===== src/verilog/mem_sched_pkg.sv =====
/*
 * Memory scheduler shared definitions
 * Request, bank and slot sizes with the per-lane and per-bank types
 */
`default_nettype none

package mem_sched_pkg;

    localparam int NUM_REQS    = 4;
    localparam int NUM_BANKS   = 2;
    localparam int NUM_BATCHES = (NUM_REQS + NUM_BANKS - 1) / NUM_BANKS;
    localparam int ADDR_W      = 16;
    localparam int DATA_W      = 16;
    localparam int BYTEEN_W    = DATA_W / 8;
    localparam int TAG_W       = 4;
    localparam int QUEUE_SIZE  = 4;
    localparam int SLOT_W      = 2;
    localparam int BATCH_W     = 1;
    // Batch index sits above the slot number
    localparam int MEM_TAG_W   = BATCH_W + SLOT_W;

    typedef logic [NUM_REQS-1:0]  lane_mask_t;
    typedef logic [NUM_BANKS-1:0] bank_mask_t;

    typedef logic [NUM_REQS-1:0][ADDR_W-1:0]   lane_addr_t;
    typedef logic [NUM_REQS-1:0][DATA_W-1:0]   lane_data_t;
    typedef logic [NUM_REQS-1:0][BYTEEN_W-1:0] lane_byteen_t;

    typedef logic [NUM_BANKS-1:0][ADDR_W-1:0]    bank_addr_t;
    typedef logic [NUM_BANKS-1:0][DATA_W-1:0]    bank_data_t;
    typedef logic [NUM_BANKS-1:0][BYTEEN_W-1:0]  bank_byteen_t;
    typedef logic [NUM_BANKS-1:0][MEM_TAG_W-1:0] bank_tag_t;

endpackage

`default_nettype wire

===== src/verilog/rsp_slots.sv =====
/*
 * Response slot pool
 * In-use bit and core tag per slot, lowest free slot offered for allocation
 */
`default_nettype none

module rsp_slots (
    input  wire                              clk,
    input  wire                              reset,
    input  wire                              alloc,
    input  wire [mem_sched_pkg::TAG_W-1:0]   alloc_tag,
    input  wire                              release_en,
    input  wire [mem_sched_pkg::SLOT_W-1:0]  release_slot,
    input  wire [mem_sched_pkg::SLOT_W-1:0]  lookup_slot,
    output logic [mem_sched_pkg::SLOT_W-1:0] free_slot,
    output logic                             slots_full,
    output logic                             slots_idle,
    output logic [mem_sched_pkg::TAG_W-1:0]  lookup_tag
);
    import mem_sched_pkg::*;

    logic [QUEUE_SIZE-1:0] in_use;
    logic [TAG_W-1:0]      tag_store [QUEUE_SIZE];

    always_comb begin
        free_slot = '0;
        for (int i = QUEUE_SIZE - 1; i >= 0; i--) begin
            if (!in_use[i]) begin
                free_slot = SLOT_W'(i);
            end
        end
    end

    assign slots_full = &in_use;
    assign slots_idle = ~|in_use;
    assign lookup_tag = tag_store[lookup_slot];

    // Alloc and release never hit the same slot in one cycle
    always_ff @(posedge clk) begin
        if (reset) begin
            in_use <= '0;
        end else begin
            if (release_en) begin
                in_use[release_slot] <= 1'b0;
            end
            if (alloc) begin
                in_use[free_slot] <= 1'b1;
            end
        end
    end

    always_ff @(posedge clk) begin
        if (alloc) begin
            tag_store[free_slot] <= alloc_tag;
        end
    end

endmodule

`default_nettype wire


===== config.mk =====
export PLATFORM = sky130hd
export DESIGN_NAME = rsp_slots
export DESIGN_NICKNAME = d
export VERILOG_FILES = /design/src/verilog/mem_sched_pkg.sv /design/src/verilog/rsp_slots.sv
export SDC_FILE = /design/constraint.sdc
export NUM_CORES = 1
export LEC_CHECK = 0
export BUFFER_PORTS_ARGS = -buffer_cell sky130_fd_sc_hd__buf_2
export CORE_UTILIZATION = 50
export DETAILED_ROUTE_END_ITERATION = 12
export PLACE_DENSITY = 0.75
export SETUP_SLACK_MARGIN = 0.15
export SLEW_MARGIN = 40
export SYNTH_ARGS = -nofsm -noshare
export SYNTH_HDL_FRONTEND = slang
export SYNTH_SLANG_ARGS = --single-unit

===== constraint.sdc =====
create_clock -name clk -period 2.49 [get_ports clk]
set_clock_uncertainty 0.1 [all_clocks]
set_input_delay 0 -clock clk [delete_from_list [all_inputs] [get_ports clk]]
set_output_delay 0 -clock clk [all_outputs]
set_load 0.01 [all_outputs]

==> out/qor.json <==
{
  "synth": {
    "synth_mux_area_share_pct": 12.3,
    "largest_family_of_logic_cells_by_synthesized_area": "simple AND/OR/NAND/NOR gates",
    "syn_nets": 67,
    "synthDistinctLibCells": 24,
    "synthDominantCellAreaShare_pct": 56.3,
    "synth_top_cells_by_area": "sky130_fd_sc_hd__edfxtp_1, sky130_fd_sc_hd__mux4_1, sky130_fd_sc_hd__dfxtp_1",
    "synth_sequential_area_ratio_pct": 65.7,
    "dominantRegCellSynth": "sky130_fd_sc_hd__edfxtp_1",
    "synth-simple-area-share_pct": 13.8,
    "synth_xor_xnor_area_share_pct": 0,
    "synth-edff-count": 16,
    "yosys_warnings": 0,
    "postSynthCellCount": 55,
    "synth_area_per_cell_um2": 15.5,
    "synth_compound_gate_area_share_pct": 6.16,
    "mappedNetlistArea_um2": 853,
    "synth.ff_latch_count": 20,
    "cell_type_contributing_the_most_total_cell_area_after_synthesis": "sky130_fd_sc_hd__edfxtp_1",
    "synthArstFlopShare_pct": 0,
    "yosys.area_share.adder_pct": 0
  },
  "drt": {
    "drt-initial-drc-count": 6,
    "antenna_violating_nets_post_route": 0,
    "drtPass1Iterations": 4,
    "remaining_drc_errors": 0,
    "routed_via_density": 5.47,
    "route.detailed.wl_per_inst_um": 13.3,
    "totalWireLength_um": 1390,
    "num_vias": 569
  },
  "final_layout": {
    "drive_above_1_share_pct": 27.3,
    "multi_input_area_um2": 275,
    "flow.area_growth_from_synthesis_pct": 32.6,
    "antenna_cell_count": 0,
    "final_common_cell": "sky130_fd_sc_hd__buf_2",
    "layout.core_utilization_pct": 73.4,
    "nets": 101,
    "fin_cells": 104,
    "most_used_cells_in_the_layout_excluding_fill_and_tap_cells": "sky130_fd_sc_hd__buf_2, sky130_fd_sc_hd__edfxtp_1, sky130_fd_sc_hd__dlygate4sd3_1",
    "register_area_um2": 561,
    "final.fill_count": 106
  },
  "timing": {
    "finalHoldViolations": 0,
    "worst-slew-pin-transition_ps": 621,
    "layout_setup_ws_ps": 535,
    "maxSlewHeadroom_pct": 58.3,
    "report.final.slew_viol_count": 0,
    "final_period_minus_worst_setup_slack_ps": 1950,
    "grt_setup_unrepaired": "false",
    "fin_tns_setup_ps": 0,
    "fmax_ghz": 0.512,
    "fin_crit_share_pct": 78.5,
    "setup_viol": 0
  },
  "clock_network": {
    "clk_path_buf_depth": 2,
    "cts.sink_count": 20,
    "clkTransAtPathRegs_ps": 110,
    "tritoncts.num_buffers": 3,
    "ctsHtreeMaxLevel": 1,
    "worstSkewPairLatency_ps": 280,
    "postCtsSetupRepairBufs": 0,
    "cts_root_buf": "sky130_fd_sc_hd__clkbuf_4",
    "cts_tree": "built"
  },
  "pwr": {
    "cellPowerDensity_mw_per_mm2": 615,
    "p_sw_share_pct": 17.8,
    "peakVddDrop_mv": 0.487,
    "total_switching_power_uw": 124,
    "pwr-share-clk_pct": 36.0,
    "report.power.total_uw": 696,
    "power.static_leakage_uw": 0.000456,
    "p_int_uw": 572,
    "share_comb_of_total_power_pct": 9.7,
    "seq_power_share_pct": 54.3
  },
  "setup_path": {
    "timing.critical_path.fanout_max": 5,
    "regToRegEndpoint": "tag_store[0][0]",
    "rr_worst_depth": 2,
    "worst_setup_path_end_kind": "flip-flop",
    "cp-startpoint": "release_slot[0]",
    "timing_worst_setup_path_type": "input pin to flip-flop",
    "crit_arrival_ps": 2040,
    "regToRegStartpoint": "in_use[1]",
    "start_kind": "input pin",
    "worst_setup_path_endpoint": "in_use[2]",
    "regToRegSetupSlack_ps": 870,
    "cp.required_ps": 2570
  },
  "grt": {
    "grt_max_degree": 13,
    "grt_first_pass_wirelength_um": 2140,
    "groute.layer.met2.usage_pct": 29.6,
    "groute.usage.overall_pct": 16.0,
    "grt_overflow_total": 0,
    "grt.met1_usage_pct": 17.7,
    "grt_most_used_layer": "met2",
    "number_of_antenna_violations_at_the_first_check_in_global_routing": 0,
    "grt_pass1_vias": 503,
    "grt_util_met3_pct": 3.83
  },
  "place": {
    "placement.setup.worst_slack_ps": 883,
    "port_buffers": 19,
    "detailedPlacementHpwl_um": 944,
    "place_congestion": 0.729,
    "post-place-cells": 88
  },
  "job": {
    "cap_violations": 0
  },
  "floorplanning": {
    "coreArea_mm2": 0.00154,
    "floorplan.die_area_mm2": 0.00188,
    "start_util_pct": 55.4,
    "chipHeight_um": 43.3,
    "row_count": 14,
    "design.portCount": 20,
    "horizontal_extent_of_the_die_um": 43.3
  },
  "min_path": {
    "min_path_type": "input pin to flip-flop"
  },
  "status": {
    "status": "finished clean"
  }
}
## per-stage QoR
step | area, µm² | hold WS [ps]
4_1_cts | 1130 | 34.2
2_1_floorplan | 853 | -22.2
5_1_grt | 1130 | 67.5
6_report | 1130 | 42.8
3_3_place_gp | 958 | 124
3_5_place_dp | 958 | 120
## layer usage
metal  vias up  wire, µm
met5         -         0
met4         0        17
met3         2        54
met2        17       739
met1       261       576
li1        289         -
## cell families (layout without fill, tap and decap cells)
logic type | after synthesis | count (layout)
AOI/OAI and AO/OA | 8 | 8
buffers and inverters | 4 | 37
DFF | 20 | 20
muxes | 4 | 4
and+or+nand+nor | 19 | 19
## critical path, cell delays in order
cell and delay (ps):
sky130_fd_sc_hd__dlygate4sd3_1 540, sky130_fd_sc_hd__buf_2 150, sky130_fd_sc_hd__and3b_1 190, sky130_fd_sc_hd__dlygate4sd3_1 540, sky130_fd_sc_hd__o22ai_1 70, sky130_fd_sc_hd__dlygate4sd3_1 550
## sequential cells by signal (all words and copies together) (netlist names)
name	count
tag_store	16
in_use	4
## final cells by class
type                    instances  area share, %
well taps                      16           1.77
repair buffers                 31           19.0
multi-input cells              31           24.3
clock inverters                 1           2.65
flip-flops and latches         20           49.6
inverters                       2          0.664
clock buffers                   3           1.99
## worst min-delay path by stage
stage                      endpoint             from  slack, ps  cells past startpoint
floorplan                 in_use[1]            reset        -20                      1
global placement    tag_store[1][1]     alloc_tag[1]        120                      1
detailed placement  tag_store[1][1]     alloc_tag[1]        120                      1
CTS                       in_use[0]  release_slot[1]         30                      3
global route              in_use[0]  release_slot[1]         70                      3
finish                    in_use[0]  release_slot[1]         40                      3
## what timing repair did
action | CTS | global route
resized for setup | 0 | 0
endpoints found under the hold margin | 20 | 0
hold buffers | 12 | 0
## cell usage after synthesis (2+ instances only)
library cell / number
sky130_fd_sc_hd__nor3_1: 2
sky130_fd_sc_hd__inv_1: 2
sky130_fd_sc_hd__mux4_1: 4
sky130_fd_sc_hd__nor2_1: 2
sky130_fd_sc_hd__edfxtp_1: 16
sky130_fd_sc_hd__buf_2: 2
sky130_fd_sc_hd__a21oi_1: 3
sky130_fd_sc_hd__nand2b_1: 3
sky130_fd_sc_hd__dfxtp_1: 4
sky130_fd_sc_hd__nand2_1: 3
## power by group through the flow
stage	clock (µW)	sequential, µW	combinational (µW)
detailed placement	0	386	54.0
finish	251	378	67.3
global placement	0	385	53.6
global route	269	380	73.5
CTS	255	378	67.3
floorplan	0	381	33.0
Power figures use the tool's default switching activity.
