[src/verilog/mem_sched_pkg.sv]
/*
 * Memory scheduler shared definitions
 * Request, bank and slot sizes with the per-lane and per-bank types
 */
`default_nettype none

package mem_sched_pkg;

    localparam int NUM_REQS    = 4;
    localparam int NUM_BANKS   = 2;
    localparam int NUM_BATCHES = (NUM_REQS + NUM_BANKS - 1) / NUM_BANKS;
    localparam int ADDR_W      = 16;
    localparam int DATA_W      = 16;
    localparam int BYTEEN_W    = DATA_W / 8;
    localparam int TAG_W       = 4;
    localparam int QUEUE_SIZE  = 4;
    localparam int SLOT_W      = 2;
    localparam int BATCH_W     = 1;
    // Batch index sits above the slot number
    localparam int MEM_TAG_W   = BATCH_W + SLOT_W;

    typedef logic [NUM_REQS-1:0]  lane_mask_t;
    typedef logic [NUM_BANKS-1:0] bank_mask_t;

    typedef logic [NUM_REQS-1:0][ADDR_W-1:0]   lane_addr_t;
    typedef logic [NUM_REQS-1:0][DATA_W-1:0]   lane_data_t;
    typedef logic [NUM_REQS-1:0][BYTEEN_W-1:0] lane_byteen_t;

    typedef logic [NUM_BANKS-1:0][ADDR_W-1:0]    bank_addr_t;
    typedef logic [NUM_BANKS-1:0][DATA_W-1:0]    bank_data_t;
    typedef logic [NUM_BANKS-1:0][BYTEEN_W-1:0]  bank_byteen_t;
    typedef logic [NUM_BANKS-1:0][MEM_TAG_W-1:0] bank_tag_t;

endpackage

`default_nettype wire
[src/verilog/sched_ifs.sv]
/*
 * Scheduler internal interfaces
 * Queue head towards the dispatcher, selected bank response towards the merger
 */
`default_nettype none


interface mem_rsp_if;
    import mem_sched_pkg::*;

    logic                 valid;
    bank_mask_t           bank_mask;
    bank_data_t           data;
    logic [MEM_TAG_W-1:0] tag;
    logic                 ready;

    modport source (output valid, bank_mask, data, tag, input ready);
    modport sink   (input valid, bank_mask, data, tag, output ready);
endinterface

`default_nettype wire

[src/verilog/bank_rsp_select.sv]
/*
 * Bank response selector
 * Picks the tag of the lowest valid bank and groups all banks carrying it
 */
`default_nettype none

module bank_rsp_select (
    input  wire mem_sched_pkg::bank_mask_t  mem_rsp_valid,
    input  wire mem_sched_pkg::bank_data_t  mem_rsp_data,
    input  wire mem_sched_pkg::bank_tag_t   mem_rsp_tag,
    output mem_sched_pkg::bank_mask_t       mem_rsp_ready,
    mem_rsp_if.source                       sel
);
    import mem_sched_pkg::*;

    logic [MEM_TAG_W-1:0] sel_tag;
    bank_mask_t           match;

    always_comb begin
        sel_tag = '0;
        for (int j = NUM_BANKS - 1; j >= 0; j--) begin
            if (mem_rsp_valid[j]) begin
                sel_tag = mem_rsp_tag[j];
            end
        end
        for (int j = 0; j < NUM_BANKS; j++) begin
            match[j] = mem_rsp_valid[j] && (mem_rsp_tag[j] == sel_tag);
        end
    end

    assign sel.valid     = |mem_rsp_valid;
    assign sel.bank_mask = match;
    assign sel.data      = mem_rsp_data;
    assign sel.tag       = sel_tag;

    // Other banks wait for a later cycle
    assign mem_rsp_ready = match & {NUM_BANKS{sel.ready}};

endmodule

`default_nettype wire

[src/flat_wrapper.sv]
// flat-port wrapper written by rule: the top's interface ports become plain ports
module bank_rsp_select_flat import mem_sched_pkg::*;
  (mem_rsp_valid, mem_rsp_data, mem_rsp_tag, mem_rsp_ready, sel_valid, sel_bank_mask, sel_data, sel_tag, sel_ready);
  mem_rsp_if sel_i ();
  input  wire mem_sched_pkg::bank_mask_t mem_rsp_valid;
  input  wire mem_sched_pkg::bank_data_t mem_rsp_data;
  input  wire mem_sched_pkg::bank_tag_t mem_rsp_tag;
  output mem_sched_pkg::bank_mask_t mem_rsp_ready;
  output wire logic [$bits(sel_i.valid)-1:0] sel_valid;
  output wire logic [$bits(sel_i.bank_mask)-1:0] sel_bank_mask;
  output wire logic [$bits(sel_i.data)-1:0] sel_data;
  output wire logic [$bits(sel_i.tag)-1:0] sel_tag;
  input wire logic [$bits(sel_i.ready)-1:0] sel_ready;
  assign sel_valid = sel_i.valid;
  assign sel_bank_mask = sel_i.bank_mask;
  assign sel_data = sel_i.data;
  assign sel_tag = sel_i.tag;
  assign sel_i.ready = sel_ready;
  bank_rsp_select u_core (.mem_rsp_valid(mem_rsp_valid), .mem_rsp_data(mem_rsp_data), .mem_rsp_tag(mem_rsp_tag), .mem_rsp_ready(mem_rsp_ready), .sel(sel_i));
endmodule
[config.mk]
export PLATFORM = sky130hd
export DESIGN_NAME = bank_rsp_select_flat
export DESIGN_NICKNAME = d
export VERILOG_FILES = /design/src/verilog/mem_sched_pkg.sv /design/src/verilog/sched_ifs.sv /design/src/verilog/bank_rsp_select.sv /design/src/flat_wrapper.sv
export SDC_FILE = /design/constraint.sdc
export NUM_CORES = 1
export LEC_CHECK = 0
export BUFFER_PORTS_ARGS = -buffer_cell sky130_fd_sc_hd__buf_2
export CORE_UTILIZATION = 25
export DETAILED_ROUTE_END_ITERATION = 10
export GPL_ROUTABILITY_DRIVEN = 1
export GPL_TIMING_DRIVEN = 0
export PLACE_DENSITY = 0.91
export SETUP_SLACK_MARGIN = 0.3
export SYNTH_ARGS = -nofsm -noshare
export SYNTH_HDL_FRONTEND = slang
export SYNTH_SLANG_ARGS = --single-unit
[constraint.sdc]
create_clock -name vclk -period 2.4
set_clock_uncertainty 0.15 [all_clocks]
set_input_delay 0.24 -clock vclk [all_inputs]
set_output_delay 0.24 -clock vclk [all_outputs]
set_load 0.02 [all_outputs]
==> impl_metrics.csv <==
group,metric,value,unit
status,outcome,"finished, final reports clean",
floorplanning,io_pins,81,
sta,post-route-min-period,1.501,ns
logic_synthesis,yosysTopAreaCell,"buf_4",
sta,period_share,0.6252,
global_route,grt_pass1_vias,233,
critical_path,cp_top_family,"compound AO/OA/AOI/OAI gates",
clock_tree,cts_resized,0,
floorplanning,die_width,38.76,um
routing,vias_per_cell,3.907,
worst_hold_path,whs_path_depth,2,
power,p_clk_frac,0,
floorplanning,core_region_area,1186,um2
critical_path,crit_path_max_fanout,2,
sta,max_freq,666.4,MHz
logic_synthesis,yosysWarnings,0,
power,p_seq_frac,0,
critical_path,required,2.01,ns
layout,seqCellArea,0,um2
flow_run,maxCapViolCount,0,
critical_path,criticalPathCategory,"in -> out",
logic_synthesis,syn_area,337.8,um2
clock_tree,cts_hold_buf,0,
power,vdd_drop_max,0.08131,mV
power,netSwitchingFraction,0.5153,
logic_synthesis,synth-simple-area-share,0.09630,
global_route,grt.total_usage,0.08284,
layout,num_antenna_cells,0,
worst_hold_path,hold_class,"in -> out",
layout,layout.nets,137,
logic_synthesis,synth_top_area_frac,0.7111,
floorplanning,die_height,38.76,um
placed_design,port_buffers,49,
placed_design,place_congestion,0.6223,
global_route,grt_overflow,0,
sta,fin_ws,0.8995,ns
critical_path,worst_path_most_repeated_cell,"buf_2",
critical_path,arrival,1.11,ns
placed_design,dpl_worst_slack,0.8939,ns
worst_hold_path,hold_path_end,"sel_data[23]",
logic_synthesis,netlist_top_cells_count,"32 x buf_4, 3 x xor2_1, 2 x a22o_1",
logic_synthesis,syn_inst,45,
layout,area_delta_synth_final,77.78,%
sta,hold_viol_final,0,
routing,wl_per_cell,8.648,um
layout,n_clock_buffer,0,
routing,drt_iter0_markers,3,
sta,finalSetupViolCount,0,
routing,drcViolationCount,0,
routing,first_pass_iters,2,
power,netSwitchingPower,74.67,uW
critical_path,crit_chain,"buf_2 -> xor2_1 -> o31ai_1 -> and3_1 -> buf_2",
layout,drive_above_1_share,0.8936,
logic_synthesis,yosysMostFrequentCell,"buf_4",
sta,fin_setup_tns,0,ns
logic_synthesis,synthMuxAreaShare,0,
global_route,grt_start_max_net_pins,9,
sta,rsz0062_at_grt,"false",
logic_synthesis,synth_cell_types,11,
logic_synthesis,avgSynthCellArea,7.507,um2
critical_path,cpPeakStageDelay,0.27,ns
power,power_density,241.3,nW/um2
logic_synthesis,synthAdderAreaFrac,0,
floorplanning,num_rows,12,
sta,max_slew_margin,0.8385,
logic_synthesis,syn_nets,86,
global_route,grt_pass1_wl,931,um
logic_synthesis,synth_top_family_by_area,"buffers and inverters",
critical_path,startpoint_type,"input port",
logic_synthesis,synthXorXnorAreaFrac,0.07778,
sta,maxSlewViolCount,0,
floorplanning,start_util,0.2848,
power,p_int,70.24,uW
global_route,grt_antenna_before_repair,0,
routing,dr_total_vias,422,
sta,worstMarginPinSlew,0.2402,ns
logic_synthesis,synth_seq_area_share,0,
routing,drt_wl_total,934,um
critical_path,critPathSlowestCell,"o31ai_1",
critical_path,cp_num_buf_inv,2,
layout,seq_cell_count,0,
placed_design,hpwlAfterDp,879.9,um
logic_synthesis,ys_top_cells_by_area,"buf_4 71%, xor2_1 7.8%, a22o_1 5.2%, a22o_2 3.0%, and2_2 2.2%",
power,leakagePower,0.3932,nW
floorplanning,die_area,1502,um2
critical_path,worstSetupEndpointType,"primary output",
routing,postRouteAntennaNets,0,
power,combPwrFrac,1.000,
worst_hold_path,hold_start,"mem_rsp_data[23]",
sta,finalHoldWorstSlack,0.5464,ns
logic_synthesis,synth_compound_area_frac,0.1037,
clock_tree,post_cts_buffers,0,
logic make-up after synthesis:
logic type | Yosys count
buffers and inverters | 33
and+or+nand+nor | 5
AOI/OAI and AO/OA | 4
xor gates and xnor gates | 3
cell usage in the layout (no fill, tap or decap), drive strengths merged:
cell and instances:
a22o 3, or2 1, clkbuf 1, o31ai 1
buf 81, xor2 3, nor2b 1, and2 2
and3 1
cell type report:
| class | instances | area [um2] |
|---|---|---|
| Fill cell | 116 | 585.6 |
| Buffer | 33 | 244.0 |
| Timing Repair Buffer | 49 | 245.2 |
| Tap cell | 14 | 17.52 |
| Multi-Input combinational cell | 12 | 93.84 |
metal layers:
metal  vias up  wire [um]  global-route usage
met3         0        136             0.01156
met4         0          0                   0
met5         -          0                   0
met2        43        522              0.1958
met1       170        276             0.07095
li1        209          -                   -
power groups by stage:
stage,sequential [mW],clock [mW],combinational [mW]
final,0,0,0.145
after global routing,0,0,0.154
after CTS,0,0,0.146
after detailed placement,0,0,0.146
after global placement,0,0,0.145
after floorplan,0,0,0.102
worst max-delay path by stage:
stage          slack, ns           start          endpoint  cells past startpoint
2_1_floorplan       1.10  mem_rsp_tag[0]  mem_rsp_ready[1]                      3
3_3_place_gp        0.93  mem_rsp_tag[2]  mem_rsp_ready[1]                      5
3_5_place_dp        0.89  mem_rsp_tag[2]  mem_rsp_ready[1]                      5
4_1_cts             0.89  mem_rsp_tag[2]  mem_rsp_ready[1]                      5
5_1_grt             0.84  mem_rsp_tag[0]  mem_rsp_ready[1]                      5
6_report            0.90  mem_rsp_tag[0]  mem_rsp_ready[1]                      5
through the flow:
stage,cells,power [mW],area (um2),util
floorplan,45,0.1020,337.8,-
global placement,108,0.1446,600.6,0.5063
detailed placement,108,0.1458,600.6,0.5063
CTS,108,0.1461,600.6,0.5063
global route,108,0.1542,600.6,0.5063
finish,108,0.1449,600.6,0.5063
No activity file was read; power rests on OpenSTA's default activity.
