<file path="src/verilog/mem_sched_pkg.sv">
/*
 * Memory scheduler shared definitions
 * Request, bank and slot sizes with the per-lane and per-bank types
 */
`default_nettype none

package mem_sched_pkg;

    localparam int NUM_REQS    = 4;
    localparam int NUM_BANKS   = 2;
    localparam int NUM_BATCHES = (NUM_REQS + NUM_BANKS - 1) / NUM_BANKS;
    localparam int ADDR_W      = 16;
    localparam int DATA_W      = 16;
    localparam int BYTEEN_W    = DATA_W / 8;
    localparam int TAG_W       = 4;
    localparam int QUEUE_SIZE  = 4;
    localparam int SLOT_W      = 2;
    localparam int BATCH_W     = 1;
    // Batch index sits above the slot number
    localparam int MEM_TAG_W   = BATCH_W + SLOT_W;

    typedef logic [NUM_REQS-1:0]  lane_mask_t;
    typedef logic [NUM_BANKS-1:0] bank_mask_t;

    typedef logic [NUM_REQS-1:0][ADDR_W-1:0]   lane_addr_t;
    typedef logic [NUM_REQS-1:0][DATA_W-1:0]   lane_data_t;
    typedef logic [NUM_REQS-1:0][BYTEEN_W-1:0] lane_byteen_t;

    typedef logic [NUM_BANKS-1:0][ADDR_W-1:0]    bank_addr_t;
    typedef logic [NUM_BANKS-1:0][DATA_W-1:0]    bank_data_t;
    typedef logic [NUM_BANKS-1:0][BYTEEN_W-1:0]  bank_byteen_t;
    typedef logic [NUM_BANKS-1:0][MEM_TAG_W-1:0] bank_tag_t;

endpackage

`default_nettype wire
</file>
<file path="src/verilog/sched_ifs.sv">
/*
 * Scheduler internal interfaces
 * Queue head towards the dispatcher, selected bank response towards the merger
 */
`default_nettype none

interface queue_head_if;
    import mem_sched_pkg::*;

    logic              valid;
    logic              rw;
    lane_mask_t        mask;
    lane_byteen_t      byteen;
    lane_addr_t        addr;
    lane_data_t        data;
    logic [SLOT_W-1:0] slot;
    // Removes the head at the next edge
    logic              pop;

    modport source (output valid, rw, mask, byteen, addr, data, slot, input pop);
    modport sink   (input valid, rw, mask, byteen, addr, data, slot, output pop);
endinterface


`default_nettype wire

</file>
<file path="src/verilog/req_queue.sv">
/*
 * Core request queue
 * Circular FIFO of lane requests, each read tagged with its response slot
 */
`default_nettype none

module req_queue (
    input  wire                                clk,
    input  wire                                reset,
    input  wire                                req_valid,
    input  wire                                req_rw,
    input  wire mem_sched_pkg::lane_mask_t     req_mask,
    input  wire mem_sched_pkg::lane_byteen_t   req_byteen,
    input  wire mem_sched_pkg::lane_addr_t     req_addr,
    input  wire mem_sched_pkg::lane_data_t     req_data,
    input  wire [mem_sched_pkg::TAG_W-1:0]     req_tag,
    input  wire [mem_sched_pkg::SLOT_W-1:0]    free_slot,
    input  wire                                slots_full,
    output logic                               req_ready,
    output logic                               alloc,
    output mem_sched_pkg::lane_mask_t          alloc_mask,
    output logic [mem_sched_pkg::TAG_W-1:0]    alloc_tag,
    output logic                               queue_empty,
    queue_head_if.source                       head
);
    import mem_sched_pkg::*;

    logic              q_rw     [QUEUE_SIZE];
    lane_mask_t        q_mask   [QUEUE_SIZE];
    lane_byteen_t      q_byteen [QUEUE_SIZE];
    lane_addr_t        q_addr   [QUEUE_SIZE];
    lane_data_t        q_data   [QUEUE_SIZE];
    logic [SLOT_W-1:0] q_slot   [QUEUE_SIZE];

    logic [SLOT_W-1:0] wr_ptr;
    logic [SLOT_W-1:0] rd_ptr;
    logic [SLOT_W:0]   count;
    logic              push;

    // Reads also need a free response slot
    assign req_ready   = (count != QUEUE_SIZE) && (req_rw || !slots_full);
    assign push        = req_valid && req_ready;
    assign alloc       = push && !req_rw;
    assign alloc_mask  = req_mask;
    assign alloc_tag   = req_tag;
    assign queue_empty = (count == 0);

    always_ff @(posedge clk) begin
        if (reset) begin
            wr_ptr <= '0;
            rd_ptr <= '0;
            count  <= '0;
        end else begin
            if (push) begin
                wr_ptr <= wr_ptr + 1'b1;
            end
            if (head.pop) begin
                rd_ptr <= rd_ptr + 1'b1;
            end
            count <= count + (SLOT_W+1)'(push) - (SLOT_W+1)'(head.pop);
        end
    end

    always_ff @(posedge clk) begin
        if (push) begin
            q_rw[wr_ptr]     <= req_rw;
            q_mask[wr_ptr]   <= req_mask;
            q_byteen[wr_ptr] <= req_byteen;
            q_addr[wr_ptr]   <= req_addr;
            q_data[wr_ptr]   <= req_data;
            q_slot[wr_ptr]   <= free_slot;
        end
    end

    assign head.valid  = !queue_empty;
    assign head.rw     = q_rw[rd_ptr];
    assign head.mask   = q_mask[rd_ptr];
    assign head.byteen = q_byteen[rd_ptr];
    assign head.addr   = q_addr[rd_ptr];
    assign head.data   = q_data[rd_ptr];
    assign head.slot   = q_slot[rd_ptr];

endmodule

`default_nettype wire

</file>
<file path="src/flat_wrapper.sv">
// flat-port wrapper written by rule: the top's interface ports become plain ports
module req_queue_flat import mem_sched_pkg::*;
  (clk, reset, req_valid, req_rw, req_mask, req_byteen, req_addr, req_data, req_tag, free_slot, slots_full, req_ready, alloc, alloc_mask, alloc_tag, queue_empty, head_valid, head_rw, head_mask, head_byteen, head_addr, head_data, head_slot, head_pop);
  queue_head_if head_i ();
  input  wire clk;
  input  wire reset;
  input  wire req_valid;
  input  wire req_rw;
  input  wire mem_sched_pkg::lane_mask_t req_mask;
  input  wire mem_sched_pkg::lane_byteen_t req_byteen;
  input  wire mem_sched_pkg::lane_addr_t req_addr;
  input  wire mem_sched_pkg::lane_data_t req_data;
  input  wire [mem_sched_pkg::TAG_W-1:0] req_tag;
  input  wire [mem_sched_pkg::SLOT_W-1:0] free_slot;
  input  wire slots_full;
  output logic req_ready;
  output logic alloc;
  output mem_sched_pkg::lane_mask_t alloc_mask;
  output logic [mem_sched_pkg::TAG_W-1:0] alloc_tag;
  output logic queue_empty;
  output wire logic [$bits(head_i.valid)-1:0] head_valid;
  output wire logic [$bits(head_i.rw)-1:0] head_rw;
  output wire logic [$bits(head_i.mask)-1:0] head_mask;
  output wire logic [$bits(head_i.byteen)-1:0] head_byteen;
  output wire logic [$bits(head_i.addr)-1:0] head_addr;
  output wire logic [$bits(head_i.data)-1:0] head_data;
  output wire logic [$bits(head_i.slot)-1:0] head_slot;
  input wire logic [$bits(head_i.pop)-1:0] head_pop;
  assign head_valid = head_i.valid;
  assign head_rw = head_i.rw;
  assign head_mask = head_i.mask;
  assign head_byteen = head_i.byteen;
  assign head_addr = head_i.addr;
  assign head_data = head_i.data;
  assign head_slot = head_i.slot;
  assign head_i.pop = head_pop;
  req_queue u_core (.clk(clk), .reset(reset), .req_valid(req_valid), .req_rw(req_rw), .req_mask(req_mask), .req_byteen(req_byteen), .req_addr(req_addr), .req_data(req_data), .req_tag(req_tag), .free_slot(free_slot), .slots_full(slots_full), .req_ready(req_ready), .alloc(alloc), .alloc_mask(alloc_mask), .alloc_tag(alloc_tag), .queue_empty(queue_empty), .head(head_i));
endmodule
</file>
<file path="config.mk">
export PLATFORM = sky130hd
export DESIGN_NAME = req_queue_flat
export DESIGN_NICKNAME = d
export VERILOG_FILES = /design/src/verilog/mem_sched_pkg.sv /design/src/verilog/sched_ifs.sv /design/src/verilog/req_queue.sv /design/src/flat_wrapper.sv
export SDC_FILE = /design/constraint.sdc
export NUM_CORES = 1
export LEC_CHECK = 0
export ABC_CLOCK_PERIOD_IN_PS = 5100
export BUFFER_PORTS_ARGS = -buffer_cell sky130_fd_sc_hd__buf_4
export CORE_ASPECT_RATIO = 0.75
export CORE_MARGIN = 5
export CORE_UTILIZATION = 57
export DETAILED_ROUTE_END_ITERATION = 7
export GPL_TIMING_DRIVEN = 0
export PLACE_DENSITY_LB_ADDON = 0.12
export SLEW_MARGIN = 40
export SYNTH_ARGS = -nofsm -noshare
export SYNTH_HDL_FRONTEND = slang
export SYNTH_SLANG_ARGS = --single-unit
</file>
<file path="constraint.sdc">
create_clock -name clk -period 5.1 [get_ports clk]
set_input_delay 0.255 -clock clk [delete_from_list [all_inputs] [get_ports clk]]
set_output_delay 0.255 -clock clk [all_outputs]
set_load 0.1 [all_outputs]
</file>
==> results of run 1 <==
==> cell families (layout without fill, tap and decap cells) <==
group                      count (synthesis)  count (layout)  synth area share, %
buffers and inverters                     47             608                1.391
other                                      0               3                    0
xor gates and xnor gates                   3               3               0.1243
adders and majority gates                  7               7               0.4498
muxes                                    145             145                15.33
and+or+nand+nor                           23              23               0.6036
DFF                                      581             581                82.10
==> cells in the final DEF, fill, tap and decap left out, types with 9 or more instances in the layout <==
master,n
clkbuf_1,21
edfxtp_1,572
mux4_2,143
dfxtp_1,9
buf_2,16
clkbuf_16,57
clkinv_1,12
buf_6,9
buf_12,18
dlygate4sd3_1,144
buf_4,309
==> what timing repair did <==
action	in CTS	in global routing
hold buffers	144	0
setup endpoints to repair	0	0
endpoints found under the hold margin	573	0
==> stage by stage <==
stage          setup TNS (ps)  instance area [sq um]  setup slack, ps  total power, uW  utilization, %
2_1_floorplan               0                  21140            403.3             8274               -
3_3_place_gp         -1275170                  24030            -2267             9025           65.19
3_5_place_dp                0                  24430             2256             9045           66.27
4_1_cts                     0                  27650             2250            13140           75.00
5_1_grt                     0                  27650             2089            13480           75.01
6_report                    0                  27660             2297            13010           75.02
==> cell type report <==
class	instances	area (sq um)	area share (%)
flip-flops and latches	581	17360	62.76
multi-input cells	178	3501	12.66
inverters	6	22.52	0.08144
diodes	3	7.507	0.02715
well taps	504	630.6	2.280
clock buffers	70	1475	5.334
clock inverters	27	301.5	1.090
plain buffers	41	271.5	0.9818
repair buffers	464	4089	14.79
==> critical path, delay by kind of cell (launching register included) <==
family | cells | cell delay, ps
AND/OR/NAND/NOR | 3 | 1270
buffers and inverters | 3 | 790
flip-flops | 1 | 410
==> power by group <==
| part | total (uW) | internal [uW] | leakage, uW | switching, uW |
|---|---|---|---|---|
| clock | 4000 | 2380 | 0.000863 | 1620 |
| sequential | 5700 | 5620 | 0.00529 | 76.8 |
| combinational | 3310 | 869 | 0.00333 | 2440 |
| total | 13000 | 8870 | 0.00948 | 4140 |
==> per-layer routing <==
metal  wire [um]  GRT usage, %
met5          13             0
met4         815         5.290
met3        2840         5.084
met2       22120         35.79
met1       16720         27.53
==> sequential cells by signal, indices dropped and copies added, names as in the netlist, named ones only <==
name / count
u_core.q_addr: 256
u_core.q_data: 256
u_core.q_byteen: 32
u_core.q_mask: 16
u_core.q_slot: 8
u_core.q_rw: 4
u_core.count: 3
u_core.rd_ptr: 2
u_core.wr_ptr: 2
==> worst min-delay path by stage <==
stage,startpoint,endpoint,slack [ps],cells past startpoint
3_5_place_dp,req_data[49],u_core.q_data[0][49],460,1
5_1_grt,reset,u_core.count[0],120,2
6_report,reset,u_core.count[1],80,2
2_1_floorplan,req_addr[0],u_core.q_addr[0][0],350,0
3_3_place_gp,req_data[8],u_core.q_data[3][8],460,1
4_1_cts,reset,u_core.count[1],50,2
==> impl_metrics.yaml, run 1 <==
sta:
  worst_hold_slack_ps: 81.75
  final.period_utilization_pct: 54.96
  finalClockSkew_ps: 9.125
  rsz0062_at_grt: "false"
  setup_violations: 0
  relSlewSlack_pct: 54.31
  max_freq_mhz: 356.8
  finalHoldViolCount: 0
  worstMarginPinSlew_ps: 682.4
  slew_viol_final: 0
  timing.final.crit_period_ps: 2803
placement:
  hpwl_um: 26640
  numPortBuffers: 301
  place_inst: 1630
  gp_congestion: 0.7086
critical_path:
  worst_ep_required_time_ps: 5360
  rrSetupSlack_ps: 2300
  crit_chain: "nor3b_1 -> nor3b_2 -> and2_4 -> buf_12 -> buf_12 -> buf_12"
  crit_start: "u_core.count[1]"
  crit_path_frequent_cell: "buf_12"
  cp-endpoint: "u_core.q_addr[3][31]"
  crit-reg2reg-launch: "u_core.count[1]"
  path_class: "reg -> reg"
  reg2reg_to: "u_core.q_addr[3][31]"
  critPathSlowestCell: "nor3b_2"
  cp_data_arrival_time_ps: 3070
  reg2reg_depth: 6
  path_max_fanout: 33
  slowest_delay_ps: 600
  cp-start-kind: "flip-flop"
  end_kind: "flip-flop"
drt:
  drcViolationCount: 0
  drt-pass1-iter-count: 4
  totalWireLength_um: 42510
  final_antenna_net_count: 0
  wl_per_cell_um: 22.68
  vias: 10220
  drt-vias-per-instance: 5.452
  drt_iter0_markers: 710
pwr:
  p_leak_uw: 0.009476
  ir_drop_uv: 394.9
  power_density_mw_per_mm2: 470.4
clock_network:
  clk_pin_slew_ps: 60
  cts_tree: "yes"
  cts-buffers-inserted: 54
  clk_latency_ps: 570
  cts_setup_buffers: 0
  clock_path_buffers: 3
  cts.sinks: 581
  cts_resized: 0
  root_buffer: "clkbuf_16"
  cts.htree.levels: 2
floorplanning:
  die-area_sq_mm: 0.04108
  dieWidth_um: 232.4
  num_rows: 61
  core-area_sq_mm: 0.03686
  initial_core_util_pct: 57.35
  die_y_um: 176.8
  ios: 307
yosys:
  synth_area_sq_mm: 0.02114
  yosysMostFrequentCell: "edfxtp_1"
  yosysWarnings: 0
  synth_area_leaders: "edfxtp_1 (81%), mux4_2 (15%), dfxtp_1 (0.85%), buf_6 (0.48%), buf_2 (0.38%)"
  synthCells: 806
  yosysSeqAreaShare_pct: 82.10
  synth_ff_type: "edfxtp_1"
  synth-edff-count: 572
  synth.top_cell.area_share_pct: 81.25
  avgSynthCellArea_sq_um: 26.23
  async_reset_ff_share_pct: 0
  synthTopCellsByCount: "edfxtp_1 (572), mux4_2 (143), buf_2 (16), buf_6 (9), dfxtp_1 (9)"
  synth_nets: 965
  synthDistinctLibCells: 23
  yosys.area.top_type: "edfxtp_1"
  ys_ff_latch: 581
global_route:
  grt_pass1_vias: 11100
  antenna_found_initial: 4
  grt_pass1_wl_um: 65010
  grt_usage_pct: 20.86
  grt_max_degree: 37
  overflow: 0
flow_run:
  maxCapViolCount: 0
final_layout:
  drive_above_1_share_pct: 41.92
  final_nets: 1485
  fillers: 2046
  area_growth_syn_to_layout_pct: 30.81
  fin_cells: 1874
min_path:
  holdCritPathClass: "in -> reg"
run_status:
  outcome: "completed"
Note: power is estimated with default switching activity, not from simulation.
==> run 2, diff against run 1 <==
--- a/config.mk
+++ b/config.mk
@@ -5,11 +5,12 @@
 export SDC_FILE = /design/constraint.sdc
 export NUM_CORES = 1
 export LEC_CHECK = 0
-export ABC_CLOCK_PERIOD_IN_PS = 5100
+export ABC_AREA = 1
+export ABC_CLOCK_PERIOD_IN_PS = 2300
 export BUFFER_PORTS_ARGS = -buffer_cell sky130_fd_sc_hd__buf_4
 export CORE_ASPECT_RATIO = 0.75
 export CORE_MARGIN = 5
-export CORE_UTILIZATION = 57
+export CORE_UTILIZATION = 51
 export DETAILED_ROUTE_END_ITERATION = 7
 export GPL_TIMING_DRIVEN = 0
 export PLACE_DENSITY_LB_ADDON = 0.12
==> constraint.sdc (replaced) <==
create_clock -name clk -period 2.3 [get_ports clk]
set_input_delay 0.115 -clock clk [delete_from_list [all_inputs] [get_ports clk]]
set_output_delay 0.115 -clock clk [all_outputs]
set_load 0.1 [all_outputs]
==> impl_metrics.yaml, run 2 <==
run_status:
  outcome: "finished, violations left"
  violations: "negative setup slack"
global_route:
  overflow: 0
  antenna_found_initial: 8
  grt_max_degree: 19
  grt_pass1_wl_um: 87760
  grt_pass1_vias: 14850
  grt_usage_pct: 23.92
final_layout:
  fin_cells: 2632
  top_regs: "u_core.q_addr (256), u_core.q_data (256), u_core.q_byteen (32)"
  multi_input_area_sq_mm: 0.004700
  fillers: 2512
  final_nets: 2174
  drive_above_1_share_pct: 34.89
  layout_commonest_cell: "edfxtp_1"
  design_area_sq_mm: 0.03213
  area_growth_syn_to_layout_pct: 47.70
  ff_latch_area_sq_mm: 0.01736
  final_cell_mix: "edfxtp_1 (572), nor2_1 (293), buf_4 (192)"
sta:
  rsz0062_at_grt: "true"
  slew_viol_final: 0
  finalHoldViolCount: 0
  setup_violations: 3
  fin_setup_tns_ps: -34.17
  relSlewSlack_pct: 69.45
  worst_hold_slack_ps: 41.09
  worstMarginPinSlew_ps: 457.1
  finalClockSkew_ps: 19.51
  timing.final.crit_period_ps: 2324
  final.period_utilization_pct: 101.0
  timing.final.ws_setup_ps: -23.77
  max_freq_mhz: 430.3
floorplanning:
  die-area_sq_mm: 0.04693
  dieWidth_um: 248.5
  num_rows: 65
  core-area_sq_mm: 0.04213
  initial_core_util_pct: 51.64
  die_y_um: 188.9
  ios: 307
yosys:
  avgSynthCellArea_sq_um: 14.92
  synth.top_cell.area_share_pct: 78.96
  synthTopCellsByCount: "edfxtp_1 (572), nor2_1 (300), o21ai_0 (278), o22ai_1 (143), clkbuf_1 (38)"
  synth_ff_type: "edfxtp_1"
  yosysWarnings: 0
  ys_ff_latch: 581
  async_reset_ff_share_pct: 0
  synth_nets: 1617
  synthCells: 1458
  synth_area_sq_mm: 0.02175
  synthDistinctLibCells: 22
  synth-edff-count: 572
  yosys.area.top_type: "edfxtp_1"
  yosysSeqAreaShare_pct: 79.79
  yosysMostFrequentCell: "edfxtp_1"
  synth_area_leaders: "edfxtp_1 (79%), o21ai_0 (6.4%), nor2_1 (5.2%), o22ai_1 (4.1%), buf_6 (1.2%)"
critical_path:
  reg2reg_depth: 8
  crit_cells: 7
  cp_data_arrival_time_ps: 2210
  cp-start-kind: "flip-flop"
  crit_chain: "buf_8 -> buf_12 -> inv_16 -> clkbuf_2 -> o21ai_0 -> o22ai_2 -> buf_12"
  path_class: "reg -> out"
  worst_ep_required_time_ps: 2180
  critPathSlowestCell: "dfxtp_1"
  path_max_fanout: 10
  cp_top_family: "buffers and inverters"
  crit_path_frequent_cell: "buf_12"
  crit_buf_inv: 5
  end_kind: "output port"
  slowest_delay_ps: 340
pwr:
  ir_drop_uv: 783.0
  power_density_mw_per_mm2: 951.5
  comb_power_share_pct: 29.7
  p_leak_uw: 0.01161
  p_int_uw: 20650
  p_clk_share_pct: 28.7
  seq_power_share_pct: 41.6
  power_uw: 30570
  switching_share_pct: 32.44
  p_switching_uw: 9918
clock_network:
  clk_latency_ps: 570
  cts-buffers-inserted: 54
  cts.htree.levels: 2
  cts_tree: "yes"
  root_buffer: "clkbuf_16"
  cts.sinks: 581
  clk_pin_slew_ps: 60
  clock_path_buffers: 3
placement:
  gp_congestion: 0.7507
  numPortBuffers: 302
  place_inst: 2369
  hpwl_um: 35610
  postPlaceCellArea_sq_mm: 0.02661
drt:
  drt-pass1-iter-count: 5
  wl_per_cell_um: 22.26
  vias: 14390
  drt_iter0_markers: 1109
  drcViolationCount: 0
  drt-vias-per-instance: 5.469
  totalWireLength_um: 58600
  final_antenna_net_count: 0
flow_run:
  maxCapViolCount: 0
min_path:
  min_path_cells: 5
  holdCritPathClass: "in -> reg"
[run 2: cell count changes in the layout (fill, tap and decap cells not counted), sizes merged, moves of 4 or more]
cell	previous run	this run
mux4	143	0
and2	5	0
o22ai	0	143
nor2	8	300
o21ai	0	288
nand2	1	10
inv	6	21
buf	353	423
clkbuf	78	99
clkinv	19	23
[run 2: worst register-to-register path, stage by stage, from the launching register on]
cell and delay, ps:
dfxtp_4 380, nor2_2 40, nand2_2 100, nand3_4 190, nor2_4 390, buf_16 220
buf_16 180, buf_16 180, buf_16 170
[run 2: final timing paths]
kind              slack, ps                    to              from
hold reg to reg         450      u_core.rd_ptr[1]  u_core.rd_ptr[1]
hold / removal           40      u_core.wr_ptr[0]        slots_full
setup / recovery        -20         head_data[13]         flip-flop
setup reg to reg        140  u_core.q_data[1][27]   u_core.count[1]
[run 2: cells by family after synthesis]
logic type / after synthesis / share of synthesized area (%)
fa+ha+maj: 7 / 0.4371
xor+xnor: 1 / 0.04027
compound gates: 432 / 10.76
simple gates: 314 / 5.453
buf+inv: 123 / 3.520
flops: 581 / 79.79
[run 2: through the flow]
stage | util [%] | setup slack, ps
6_report | 76.27 | -23.77
3_5_place_dp | 63.17 | -18.32
5_1_grt | 76.27 | -93.56
4_1_cts | 74.62 | -40.18
2_1_floorplan | - | -941.1
3_3_place_gp | 60.97 | -2618
[run 2: what timing repair did]
item | 4_1_cts | 5_1_grt
hold buffers | 147 | 0
pin swaps | 42 | 58
gates resized for setup | 452 | 225
setup endpoints to repair | 153 | 143
endpoints found under the hold margin | 581 | 0
setup buffers | 5 | 3
gates cloned | 1 | 3
[run 2: final cells by class]
type,count,area share [%]
flip-flops and latches,581,54.04
repair buffers,501,20.10
multi-input cells,754,14.63
clock buffers,66,4.412
plain buffers,102,3.302
well taps,569,2.216
clock inverters,33,0.9619
inverters,21,0.3076
diodes,5,0.03894
[run 2: power groups by stage]
stage	Combinational [uW]	Sequential, uW	Clock (uW)
after global placement	6930	13000	0
final	9080	12700	8780
after global routing	9400	12800	9430
after CTS	8710	12700	8900
after detailed placement	7390	12900	0
after floorplan	5200	12900	0
[run 2: layer usage]
layer	up-vias	global-route usage (%)	share of wire [%]
met5	-	0	0.068
met4	6	5.049	1.6
met3	81	4.985	6.7
met2	460	41.41	52
met1	7209	31.91	40
li1	6638	-	-
